File: src/verilog/mmc_params.svh
`ifndef MMC_PARAMS_SVH
`define MMC_PARAMS_SVH

// System clocks per MMC clock half period
`define MMC_CLK_DIV 2

// Largest byte count of one request
`define MMC_MAX_BYTES 4

// CRC7 register width
`define MMC_CRC_W 7

`endif

File: src/verilog/mmc_pkg.sv
`include "mmc_params.svh"

package mmc_pkg;

  typedef enum logic [1:0] {
    CMD_RD = 2'd0,
    CMD_WR = 2'd1,
    DAT_RD = 2'd2,
    DAT_WR = 2'd3
  } mmc_op_e;

  typedef enum logic [1:0] {
    DW_1 = 2'd0,
    DW_4 = 2'd1,
    DW_8 = 2'd2
  } mmc_width_e;

  typedef enum logic [2:0] {
    IDLE,
    SHIFT,
    NEXT,
    RESP,
    HOLD
  } mmc_dec_state_e;

  typedef logic [7:0] mmc_byte_t;

  // Write word is right-aligned, first byte sent is the most significant one used
  typedef struct packed {
    mmc_op_e                      op;
    mmc_width_e                   width;
    logic [2:0]                   count;
    logic [`MMC_MAX_BYTES*8-1:0]  wr_word;
  } mmc_req_t;

  typedef struct packed {
    logic [`MMC_MAX_BYTES*8-1:0]  rd_word;
    logic [`MMC_CRC_W-1:0]        crc;
  } mmc_rsp_t;

endpackage

File: src/verilog/mmc_req_decode.sv
`timescale 1ns/10ps
`include "mmc_params.svh"

module mmc_req_decode import mmc_pkg::*; (
  input  logic       clk,
  input  logic       reset_i,
  input  logic       req_i,
  input  mmc_req_t   req_data_i,
  input  logic       byte_done_i,
  input  mmc_byte_t  rd_byte_i,
  output logic       adv_en_o,
  output mmc_op_e    op_o,
  output mmc_width_e width_o,
  output mmc_byte_t  wr_byte_o,
  output logic       byte_vld_o,
  output mmc_byte_t  byte_o,
  output logic       first_o,
  output logic       last_o
);

  localparam int WORD_W = `MMC_MAX_BYTES * 8;

  mmc_dec_state_e    state_q;
  mmc_op_e           op_q;
  mmc_width_e        width_q;
  logic [2:0]        left_q;
  logic [WORD_W-1:0] wr_sh_q;
  logic              is_wr;

  assign is_wr = (op_q == CMD_WR) || (op_q == DAT_WR);

  always_ff @(posedge clk) begin
    if (reset_i) begin
      state_q <= IDLE;
      left_q  <= '0;
    end else begin
      case (state_q)
        IDLE: begin
          if (req_i) begin
            state_q <= NEXT;
            left_q  <= req_data_i.count;
          end
        end
        NEXT: state_q <= SHIFT;
        SHIFT: begin
          if (byte_done_i) begin
            left_q  <= left_q - 1'b1;
            state_q <= (left_q <= 3'd1) ? RESP : NEXT;
          end
        end
        RESP: state_q <= HOLD;
        HOLD: begin
          // Wait for the controller to release the request
          if (!req_i) begin
            state_q <= IDLE;
          end
        end
        default: state_q <= IDLE;
      endcase
    end
  end

  always_ff @(posedge clk) begin
    if (state_q == IDLE && req_i) begin
      op_q    <= req_data_i.op;
      width_q <= req_data_i.width;
      // Left-justify the payload so the first byte sits on top
      wr_sh_q <= req_data_i.wr_word << {(3'(`MMC_MAX_BYTES) - req_data_i.count), 3'b000};
    end else if (byte_vld_o) begin
      wr_sh_q <= wr_sh_q << 8;
    end
  end

  assign first_o    = (state_q == IDLE) && req_i;
  assign adv_en_o   = (state_q == NEXT);
  assign byte_vld_o = (state_q == SHIFT) && byte_done_i;
  assign last_o     = (state_q == RESP);
  assign wr_byte_o  = wr_sh_q[WORD_W-1 -: 8];
  assign byte_o     = is_wr ? wr_byte_o : rd_byte_i;
  assign op_o       = op_q;
  assign width_o    = width_q;

endmodule

File: src/verilog/mmc_clk_div.sv
`timescale 1ns/10ps
`include "mmc_params.svh"

module mmc_clk_div (
  input  logic clk,
  input  logic reset_i,
  input  logic tick_i,
  output logic mmc_clk_o,
  output logic clk_done_o
);

  localparam int CNT_W = $clog2(`MMC_CLK_DIV + 1);

  logic [CNT_W-1:0] cnt_q;
  logic             mmc_clk_q;
  logic             done_q;

  always_ff @(posedge clk) begin
    // Park low with the counter cleared when no byte is moving
    if (reset_i || !tick_i) begin
      cnt_q     <= '0;
      mmc_clk_q <= 1'b0;
      done_q    <= 1'b0;
    end else begin
      done_q <= 1'b0;
      if (cnt_q == CNT_W'(`MMC_CLK_DIV - 1)) begin
        cnt_q     <= '0;
        mmc_clk_q <= !mmc_clk_q;
        done_q    <= !mmc_clk_q;
      end else begin
        cnt_q <= cnt_q + 1'b1;
      end
    end
  end

  assign mmc_clk_o  = mmc_clk_q;
  assign clk_done_o = done_q;

endmodule

File: src/verilog/mmc_byte_shifter.sv
`timescale 1ns/10ps

module mmc_byte_shifter import mmc_pkg::*; (
  input  logic       clk,
  input  logic       reset_i,
  input  logic       adv_en_i,
  input  mmc_op_e    op_i,
  input  mmc_width_e width_i,
  input  mmc_byte_t  wr_byte_i,
  input  logic       clk_done_i,
  input  logic       mmc_cmd_i,
  input  logic [7:0] mmc_dat_i,
  output logic       tick_o,
  output logic       byte_done_o,
  output mmc_byte_t  rd_byte_o,
  output logic       mmc_cmd_o,
  output logic       mmc_cmd_oe_o,
  output logic [7:0] mmc_dat_o,
  output logic       mmc_dat_oe_o
);

  logic       busy_q;
  logic [2:0] wr_idx_q;
  logic [2:0] rd_idx_q;
  logic [2:0] last_idx;
  mmc_byte_t  rd_acc_q;
  mmc_byte_t  rd_next;
  logic       is_cmd;
  logic       step;

  assign is_cmd = (op_i == CMD_RD) || (op_i == CMD_WR);
  assign step   = busy_q && clk_done_i;

  // Command line is always one bit wide
  always_comb begin
    if (is_cmd) begin
      last_idx = 3'd7;
    end else begin
      case (width_i)
        DW_4:    last_idx = 3'd1;
        DW_8:    last_idx = 3'd0;
        default: last_idx = 3'd7;
      endcase
    end
  end

  assign byte_done_o = step && (rd_idx_q == last_idx);
  assign tick_o      = busy_q;

  always_ff @(posedge clk) begin
    if (reset_i) begin
      busy_q <= 1'b0;
    end else if (adv_en_i) begin
      busy_q <= 1'b1;
    end else if (byte_done_o) begin
      busy_q <= 1'b0;
    end
  end

  always_ff @(posedge clk) begin
    if (reset_i || adv_en_i) begin
      wr_idx_q <= '0;
      rd_idx_q <= '0;
    end else if (step) begin
      wr_idx_q <= wr_idx_q + 1'b1;
      rd_idx_q <= rd_idx_q + 1'b1;
    end
  end

  // Write side sends MSB first
  assign mmc_cmd_o = wr_byte_i[~wr_idx_q];

  always_comb begin
    case (width_i)
      DW_4:    mmc_dat_o = {4'h0, wr_idx_q[0] ? wr_byte_i[3:0] : wr_byte_i[7:4]};
      DW_8:    mmc_dat_o = wr_byte_i;
      default: mmc_dat_o = {7'h00, wr_byte_i[~wr_idx_q]};
    endcase
  end

  assign mmc_cmd_oe_o = busy_q && (op_i == CMD_WR);
  assign mmc_dat_oe_o = busy_q && (op_i == DAT_WR);

  // The finished read byte is visible on the last edge
  always_comb begin
    if (is_cmd) begin
      rd_next = {rd_acc_q[6:0], mmc_cmd_i};
    end else begin
      case (width_i)
        DW_4:    rd_next = {rd_acc_q[3:0], mmc_dat_i[3:0]};
        DW_8:    rd_next = mmc_dat_i;
        default: rd_next = {rd_acc_q[6:0], mmc_dat_i[0]};
      endcase
    end
  end

  always_ff @(posedge clk) begin
    if (step) begin
      rd_acc_q <= rd_next;
    end
  end

  assign rd_byte_o = rd_next;

  a_done_after_start: assert property (@(posedge clk) disable iff (reset_i)
    byte_done_o |-> $past(busy_q));

  a_no_cmd_dw8: assert property (@(posedge clk) disable iff (reset_i)
    adv_en_i && (width_i == DW_8) |-> !is_cmd);

endmodule

File: src/verilog/mmc_resp_build.sv
`timescale 1ns/10ps
`include "mmc_params.svh"

module mmc_resp_build import mmc_pkg::*; (
  input  logic      clk,
  input  logic      reset_i,
  input  logic      req_i,
  input  mmc_op_e   op_i,
  input  logic      byte_vld_i,
  input  mmc_byte_t byte_i,
  input  logic      first_i,
  input  logic      last_i,
  output logic      ack_o,
  output mmc_rsp_t  rsp_o
);

  localparam int WORD_W = `MMC_MAX_BYTES * 8;
  // x^7 + x^3 + 1
  localparam logic [`MMC_CRC_W-1:0] CRC_POLY = 'h09;

  logic [`MMC_CRC_W-1:0] crc_q;
  logic [WORD_W-1:0]     rd_word_q;
  logic                  ack_q;
  logic                  is_rd;

  function automatic logic [`MMC_CRC_W-1:0] crc7_byte(
    input logic [`MMC_CRC_W-1:0] crc,
    input mmc_byte_t             data
  );
    logic [`MMC_CRC_W-1:0] c;
    logic                  fb;
    c = crc;
    for (int i = 7; i >= 0; i--) begin
      fb = c[`MMC_CRC_W-1] ^ data[i];
      c  = {c[`MMC_CRC_W-2:0], 1'b0};
      if (fb) begin
        c = c ^ CRC_POLY;
      end
    end
    return c;
  endfunction

  assign is_rd = (op_i == CMD_RD) || (op_i == DAT_RD);

  always_ff @(posedge clk) begin
    if (first_i) begin
      crc_q     <= '0;
      rd_word_q <= '0;
    end else if (byte_vld_i) begin
      crc_q <= crc7_byte(crc_q, byte_i);
      if (is_rd) begin
        rd_word_q <= {rd_word_q[WORD_W-9:0], byte_i};
      end
    end
  end

  always_ff @(posedge clk) begin
    if (reset_i) begin
      ack_q <= 1'b0;
    end else if (last_i) begin
      ack_q <= 1'b1;
    end else if (!req_i) begin
      ack_q <= 1'b0;
    end
  end

  assign ack_o         = ack_q;
  assign rsp_o.rd_word = rd_word_q;
  assign rsp_o.crc     = crc_q;

  a_rsp_stable: assert property (@(posedge clk) disable iff (reset_i)
    ack_o |=> !ack_o || $stable(rsp_o));

  a_ack_with_req: assert property (@(posedge clk) disable iff (reset_i)
    $rose(ack_o) |-> req_i);

endmodule

File: src/verilog/mmc_host_top.sv
`timescale 1ns/10ps

module mmc_host_top import mmc_pkg::*; (
  input  logic       clk,
  input  logic       reset_i,
  input  logic       req_i,
  input  mmc_req_t   req_data_i,
  output logic       ack_o,
  output mmc_rsp_t   rsp_o,
  output logic       mmc_clk_o,
  input  logic       mmc_cmd_i,
  output logic       mmc_cmd_o,
  output logic       mmc_cmd_oe_o,
  input  logic [7:0] mmc_dat_i,
  output logic [7:0] mmc_dat_o,
  output logic       mmc_dat_oe_o
);

  logic       tick;
  logic       clk_done;
  logic       adv_en;
  mmc_op_e    op;
  mmc_width_e width;
  mmc_byte_t  wr_byte;
  logic       byte_done;
  mmc_byte_t  rd_byte;
  logic       byte_vld;
  mmc_byte_t  byte_val;
  logic       first;
  logic       last;

  mmc_req_decode u_mmc_req_decode (
    .clk         (clk),
    .reset_i     (reset_i),
    .req_i       (req_i),
    .req_data_i  (req_data_i),
    .byte_done_i (byte_done),
    .rd_byte_i   (rd_byte),
    .adv_en_o    (adv_en),
    .op_o        (op),
    .width_o     (width),
    .wr_byte_o   (wr_byte),
    .byte_vld_o  (byte_vld),
    .byte_o      (byte_val),
    .first_o     (first),
    .last_o      (last)
  );

  mmc_clk_div u_mmc_clk_div (
    .clk        (clk),
    .reset_i    (reset_i),
    .tick_i     (tick),
    .mmc_clk_o  (mmc_clk_o),
    .clk_done_o (clk_done)
  );

  mmc_byte_shifter u_mmc_byte_shifter (
    .clk          (clk),
    .reset_i      (reset_i),
    .adv_en_i     (adv_en),
    .op_i         (op),
    .width_i      (width),
    .wr_byte_i    (wr_byte),
    .clk_done_i   (clk_done),
    .mmc_cmd_i    (mmc_cmd_i),
    .mmc_dat_i    (mmc_dat_i),
    .tick_o       (tick),
    .byte_done_o  (byte_done),
    .rd_byte_o    (rd_byte),
    .mmc_cmd_o    (mmc_cmd_o),
    .mmc_cmd_oe_o (mmc_cmd_oe_o),
    .mmc_dat_o    (mmc_dat_o),
    .mmc_dat_oe_o (mmc_dat_oe_o)
  );

  mmc_resp_build u_mmc_resp_build (
    .clk        (clk),
    .reset_i    (reset_i),
    .req_i      (req_i),
    .op_i       (op),
    .byte_vld_i (byte_vld),
    .byte_i     (byte_val),
    .first_i    (first),
    .last_i     (last),
    .ack_o      (ack_o),
    .rsp_o      (rsp_o)
  );

endmodule

File: config.mk
export PLATFORM = sky130hd
export DESIGN_NAME = mmc_host_top
export DESIGN_NICKNAME = d
export VERILOG_FILES = /design/src/verilog/mmc_pkg.sv /design/src/verilog/mmc_req_decode.sv /design/src/verilog/mmc_clk_div.sv /design/src/verilog/mmc_byte_shifter.sv /design/src/verilog/mmc_resp_build.sv /design/src/verilog/mmc_host_top.sv
export VERILOG_INCLUDE_DIRS = /design/src /design/src/verilog
export SDC_FILE = /design/constraint.sdc
export NUM_CORES = 1
export LEC_CHECK = 0
export ABC_CLOCK_PERIOD_IN_PS = 2700
export BUFFER_PORTS_ARGS = -buffer_cell sky130_fd_sc_hd__clkbuf_2
export CAP_MARGIN = 15
export CORE_UTILIZATION = 33
export CTS_CLUSTER_DIAMETER = 40
export CTS_CLUSTER_SIZE = 30
export DETAILED_ROUTE_END_ITERATION = 12
export SLEW_MARGIN = 10
export SYNTH_ARGS = -nofsm -noshare
export SYNTH_HDL_FRONTEND = slang
export SYNTH_HIERARCHICAL = 1
export SYNTH_SLANG_ARGS = --single-unit
File: constraint.sdc
create_clock -name clk -period 2.7 [get_ports clk]
set_input_delay 0.54 -clock clk [delete_from_list [all_inputs] [get_ports clk]]
set_output_delay 0.54 -clock clk [all_outputs]
set_load 0.05 [all_outputs]
# Word-level counts from Yosys, hierarchy flattened
# Cells that the tools add are included.
[totals]
in_bits = 51
ff_bits = 100
out_inout_bits = 52
word_cells = 124
[classes]
n_lt_le_gt_ge = 2
eq_ne = 15
bitwise = 18
n_reduce_logical = 23
muxes = 45
n_shift = 1
addsub = 5
[ops]
columns = ["cell", "n"]
rows = [
  ["$mux W7", 14],
  ["$mux W32", 2],
  ["$mux W4", 9],
  ["$pmux W8 S2", 2],
  ["$shl A32 B6 Y32", 1],
  ["$mux W3", 6],
  ["$mux W8", 2],
  ["$not A2 Y2", 8],
  ["$pmux W3 S5", 1],
  ["$pmux W3 S2", 2],
  ["$xor A1 B1 Y1", 8],
  ["$add A3 B1 Y3 const B", 2],
  ["$eq A2 B1 Y1 const B", 3],
  ["$eq A2 B2 Y1 const B", 3],
  ["$eq A3 B2 Y1 const B", 2],
  ["$logic_and A1 B1 Y1", 6],
  ["$mux W1", 6],
  ["$reduce_and A3 Y1", 2],
  ["$reduce_bool A2 Y1", 3],
  ["$logic_or A1 B1 Y1", 5],
  ["$lt A3 B4 Y1 const B", 1],
  ["$ne A2 B1 Y1 const B", 2],
  ["$ne A2 B2 Y1 const B", 2],
  ["$reduce_or A2 Y1", 2],
  ["14 further kinds", 15],
]

# Logic depth before layout (Yosys ltp)
[depth]
word_depth = 34
ltp_mapped = 11
mapped_depth_nobuf = 10

# Modules after synthesis
# The synthesis kept the hierarchy.
[by_module_without_submodules]
columns = ["mod", "area_per_inst_um2", "seq_area_each_um2", "cells_each", "n_inst"]
rows = [
  ["mmc_req_decode", 2433.6, 1201.2, 208, 1],
  ["mmc_resp_build", 1569.0, 800.8, 185, 1],
  ["mmc_byte_shifter", 913.4, 350.3, 109, 1],
  ["mmc_clk_div", 145.1, 80.1, 12, 1],
]

# Least setup slack after synthesis
# Ideal clock, no wire load.
[synth_path]
kind = "reg-to-reg"
from = "register u_mmc_req_decode.width_q[0], in the netlist u_mmc_req_decode/width_o[0]"
to = "register u_mmc_req_decode.wr_sh_q[0], enable pin"
path_buffers = 0
required_ns = 2.313
stages_incl_launch_ff = 9
period_less_slack_ns = 2.883
slack_ns = -0.183
setup_ns = 0.387
arrival_time_ns = 2.497
cell_sequence = "edfxtp_1 -> inv_1 -> ha_1 -> nand2b_4 -> or3_1 -> a211oi_2 -> mux2_2 -> nand2_1 -> inv_1"
[synth_via]
elab_chain_len = 7
elab_cells_between_ends = 8
classes_between = "eq/ne: 3; mux: 2; reduce/logical: 3"
[synth_lines]
columns = ["element", "line", "text"]
rows = [
  ["start, declared", "mmc_req_decode.sv:25", "mmc_width_e width_q;"],
  ["start signal, assigned", "mmc_req_decode.sv:66", "width_q <= req_data_i.width;"],
  ["$eq A2 B2 Y1 / $eq A2 B1 Y1 (equally long branches)", "mmc_byte_shifter.sv:39", "case (width_i)"],
  ["$pmux W3 S2 (*)", "mmc_byte_shifter.sv:39", ""],
  ["$mux W3 (*)", "mmc_byte_shifter.sv:36", "if (is_cmd) begin"],
  ["$eq A3 B3 Y1 (*)", "mmc_byte_shifter.sv:47", "assign byte_done_o = step && (rd_idx_q == last_idx);"],
  ["$logic_and A1 B1 Y1 (*)", "mmc_byte_shifter.sv:47", ""],
  ["net byte_done", "mmc_host_top.sv:25", "logic byte_done;"],
  ["$logic_and A1 B1 Y1 (*)", "mmc_req_decode.sv:76", "assign byte_vld_o = (state_q == SHIFT) && byte_done_i;"],
  ["$reduce_bool A2 Y1 (no line) (*)", "n/a", ""],
  ["end signal, assigned", "mmc_req_decode.sv:68", "wr_sh_q <= req_data_i.wr_word << {(3'(`MMC_MAX_BYTES) - req_data_i.count), 3'b000};"],
  ["end signal, assigned", "mmc_req_decode.sv:70", "wr_sh_q <= wr_sh_q << 8;"],
  ["end, declared", "mmc_req_decode.sv:27", "logic [WORD_W-1:0] wr_sh_q;"],
]
# The timed path passes the listed nets; every way through them passes the cells marked *.
# A chain may end at the register's enable or synchronous reset.

# Worst setup path after layout
[layout_path]
from = "register u_mmc_req_decode.width_q[0], in the netlist u_mmc_req_decode/width_o[0]"
to = "register u_mmc_req_decode.wr_sh_q[10], enable pin"
# Same word-level chain as after synthesis.

==> summary.txt <==
Logic synthesis
  • Post-synth EDFFs: 43
  • Avg Cell Area, Syn: 9.85 um^2
  • Cell area after synthesis: 5060 um^2
  • Synth Register Bits: 100
  • YS warnings: 6
  • Syn nets: 573
  • Synth async-reset ratio: 0%
  • Register area share after synthesis: 48.1%
  • Count of cell types in the netlist: 59
  • Ys flop type: dfxtp_1
  • Syn Inst Count: 514

Critical path
  • Reg2Reg Capture Point: u_mmc_req_decode/wr_sh_q[10]
  • Reg2reg start: u_mmc_req_decode/width_o[0]
  • Critical path origin: u_mmc_req_decode/width_o[0]
  • Worst Path Buf+Inv: 3
  • Crit path max-delay cell type: edfxtp_1
  • FF-to-FF path depth: 9
  • Top delay family on crit path: simple AND/OR/NAND/NOR gates
  • Data arrival, critical path: 2.66 ns
  • CP max stage delay: 0.40 ns
  • Flop2flop setup slack: 0.1 ns
  • Crit path capture type: register
  • Kind of critical path: register to register
  • Crit Path Max Fanout: 16
  • Crit path launch type: register
  • Worst path cell trace: inv_1, ha_4, nand2b_4, or3_1, a211oi_2, mux2_4, nand2_1, clkinvlp_4, clkbuf_16
  • Required time worst endpoint: 2.76 ns

Worst hold path
  • Hold depth: 1
  • Worst min path class: input port to register
  • Hold path endpoint: u_mmc_req_decode/op_o[0]
  • HP Start: req_data_i[37]

Cells and area
  • Fillers: 1474
  • Share of layout cells above drive strength 1: 26.7%
  • Final Cell Area: 6110 um^2
  • Synth-to-layout area growth: 20.6%
  • Finished Core Util: 41.4%
  • Final nets: 665
  • # diodes: 0

STA
  • Slew @ Worst Pin: 0.517 ns
  • Setup WS post-layout: 0.0992 ns
  • Final setup vio count: 0
  • Final hold violations: 0
  • Tmin final: 2.60 ns
  • Max Fclk: 0.384 GHz
  • Crit share post-route: 96.3%
  • Slew HR: 65.5%
  • Setup Skew: 0.00578 ns
  • Final Max Slew Viols: 0

Floorplan
  • Initial Util: 34.3%
  • Num rows: 44
  • Die H: 126 um
  • Core ar.: 14800 um^2
  • Die area: 15800 um^2
  • Die Wd: 126 um
  • I/O pin cnt: 103

Global route
  • Initial antenna violation count: 0
  • Largest net degree at the start of global routing: 38
  • Vias in the first global route: 3849
  • Total grt overflow: 0
  • Total GRT Usage: 15.3%
  • Global-route wire length before repair: 19.1 mm

Drt
  • Total number of vias: 3969
  • DR DRC count: 0
  • DR pass1 iterations: 4
  • Wire per inst: 14.9 um
  • DRT antenna net count: 0
  • DRT Wirelength: 11.9 mm
  • Initial DRC Count: 266
  • Vias per cell: 4.99

Clock network
  • Reg clk slew, reported paths: 0.07 ns
  • H-tree levels: 3
  • Cts bufs inserted: 9
  • Post-CTS Hold Fix Bufs: 0
  • CTS tree: yes
  • Max Root-Sink Buffers: 2
  • Clk_lat worst skew: 0.35 ns
  • Clk sink count: 100
  • Root buffer cell: clkbuf_16

Place
  • Pre-CTS setup slack: 0.00470 ns
  • IO Port Bufs: 102
  • RePlAce Congestion: 0.804
  • HPWL after detailed placement: 8.55 mm
  • Placed inst area: 5710 um^2

Power and ir drop
  • Cell leakage power: 2.47 nW
  • Total power: 3.56 mW
  • Power Dens Cells: 583 nW/um^2
  • Max VDD drop: 319 uV

Outcome
  • Status: complete, no violations

Flow run
  • Max-cap viol count: 0
==> metrics by stage <==
step                      TNS, ns  std cells  hold WS, ns
final                           0        795        0.369
after global routing       -0.674        795        0.354
after CTS                       0        788        0.352
after detailed placement        0        772        0.428
after global placement          0        772        0.412
after floorplan                 0        514        0.402
==> routing by layer <==
metal	wire length, um	up-vias	GRT usage (%)
met5	0	-	0
met4	172	0	6.38
met3	670	12	3.82
met2	5530	115	24.5
met1	5510	1844	19.6
li1	-	1998	-
==> final cells by class <==
class                   instances  area [um^2]  area share [%]
clock buffers                   9          225            3.69
clock inverters                 7         55.1           0.902
inverters                      13         52.6           0.861
multi-input cells             362         2400            39.4
flip-flops and latches        100         2430            39.8
well taps                     184          230            3.77
repair buffers                120          706            11.6
==> power breakdown <==
| part | total (mW) | leakage, nW | internal (mW) | switching, mW |
|---|---|---|---|---|
| combinational | 0.608 | 1.45 | 0.262 | 0.346 |
| clock | 1.24 | 0.145 | 0.642 | 0.597 |
| sequential | 1.71 | 0.876 | 1.66 | 0.0496 |
==> worst max-delay path by stage <==
stage	end	slack, ns	cells after the start
after floorplan	u_mmc_req_decode/wr_sh_q[29]	0.05	8
after global placement	u_mmc_req_decode/wr_sh_q[5]	0.10	9
after detailed placement	u_mmc_req_decode/wr_sh_q[7]	0.005	8
after CTS	u_mmc_req_decode/wr_sh_q[7]	0.03	8
after global routing	u_mmc_req_decode/wr_sh_q[17]	-0.03	9
final	u_mmc_req_decode/wr_sh_q[10]	0.1	9
==> cell usage in the layout (no fill, tap or decap), drive strengths merged, types with 3 or more instances in the layout <==
| cell | netlist | layout |
|---|---|---|
| o21ai | 7 | 7 |
| buf | 24 | 16 |
| mux2 | 10 | 10 |
| nor2b | 6 | 6 |
| clkinv | 2 | 3 |
| and2 | 14 | 14 |
| o2bb2ai | 7 | 7 |
| edfxtp | 43 | 43 |
| nor3b | 3 | 3 |
| a21oi | 40 | 40 |
| nor2 | 27 | 27 |
| mux2i | 29 | 29 |
| o31ai | 8 | 8 |
| a22o | 11 | 11 |
| nand2b | 11 | 11 |
| clkbuf | 15 | 113 |
| nand2 | 110 | 110 |
| inv | 11 | 16 |
| xor2 | 8 | 8 |
| a32o | 8 | 8 |
| ha | 8 | 8 |
| dfxtp | 57 | 57 |
| xnor3 | 3 | 3 |
| xnor2 | 11 | 11 |
| a21o | 4 | 4 |
| a211oi | 4 | 4 |
| a22oi | 6 | 6 |
==> cells by family (layout without fill, tap and decap cells) <==
family	after synthesis	count (layout)	synth area share, %
flip-flops	100	100	48.1
multiplexers	39	39	7.96
AND/OR/NAND/NOR	186	186	17.5
AO/OA/AOI/OAI	107	107	14.6
adder cells (fa/ha/maj)	8	8	1.98
buffers and inverters	52	149	4.99
XOR/XNOR	22	22	4.94
==> cell usage after synthesis, types with 2 or more instances <==
| cell type | instances | area [um^2] |
|---|---|---|
| nand2_1 | 110 | 413 |
| dfxtp_1 | 57 | 1140 |
| edfxtp_1 | 43 | 1290 |
| a21oi_1 | 40 | 200 |
| mux2i_1 | 29 | 290 |
| nor2_1 | 26 | 97.6 |
| clkbuf_1 | 15 | 56.3 |
| and2_1 | 14 | 87.6 |
| a22o_1 | 11 | 96.3 |
| inv_1 | 11 | 41.3 |
| buf_2 | 10 | 50.1 |
| mux2_2 | 10 | 113 |
| nand2b_1 | 9 | 56.3 |
| xnor2_1 | 9 | 78.8 |
| a32o_1 | 8 | 80.1 |
| buf_4 | 8 | 60.1 |
| ha_1 | 8 | 100 |
| o31ai_1 | 8 | 60.1 |
| xor2_1 | 8 | 70.1 |
| o21ai_0 | 7 | 35.0 |
| o2bb2ai_1 | 7 | 61.3 |
| a22oi_1 | 6 | 45.0 |
| nor2b_1 | 6 | 37.5 |
| a21o_1 | 4 | 30.0 |
| buf_1 | 4 | 15.0 |
| a211oi_1 | 3 | 22.5 |
| buf_6 | 2 | 22.5 |
| clkinv_1 | 2 | 7.51 |
| nand2b_4 | 2 | 27.5 |
| nand4b_1 | 2 | 17.5 |
| nor3_1 | 2 | 10.0 |
| nor3b_1 | 2 | 15.0 |
| o22ai_1 | 2 | 12.5 |
| or2_2 | 2 | 12.5 |
| xnor2_2 | 2 | 32.5 |
| xnor3_1 | 2 | 45.0 |
==> repair_timing <==
item	4_1_cts	5_1_grt
gates cloned	0	2
gates resized for setup	0	5
setup buffers	0	5
hold endpoints to repair	0	0
endpoints found under the setup margin	26	64
pin swaps	1	1
==> state kept, by name, summed over array words and instances, names as in the netlist <==
| register | flops |
|---|---|
| u_mmc_req_decode/op_o | 2 |
| u_mmc_req_decode/left_q | 3 |
| u_mmc_req_decode/state_q | 3 |
| u_mmc_resp_build/rd_word_q | 32 |
| u_mmc_clk_div/clk_done_o | 1 |
| u_mmc_byte_shifter/rd_idx_q | 3 |
| u_mmc_clk_div/cnt_q | 2 |
| u_mmc_byte_shifter/rd_acc_q | 7 |
| u_mmc_clk_div/mmc_clk_o | 1 |
| u_mmc_byte_shifter/wr_idx_q | 3 |
| u_mmc_resp_build/ack_o | 1 |
| u_mmc_req_decode/width_o | 2 |
| u_mmc_resp_build/crc_q | 7 |
| u_mmc_byte_shifter/tick_o | 1 |
| u_mmc_req_decode/wr_sh_q | 32 |
No activity file was read; power rests on OpenSTA's default activity.
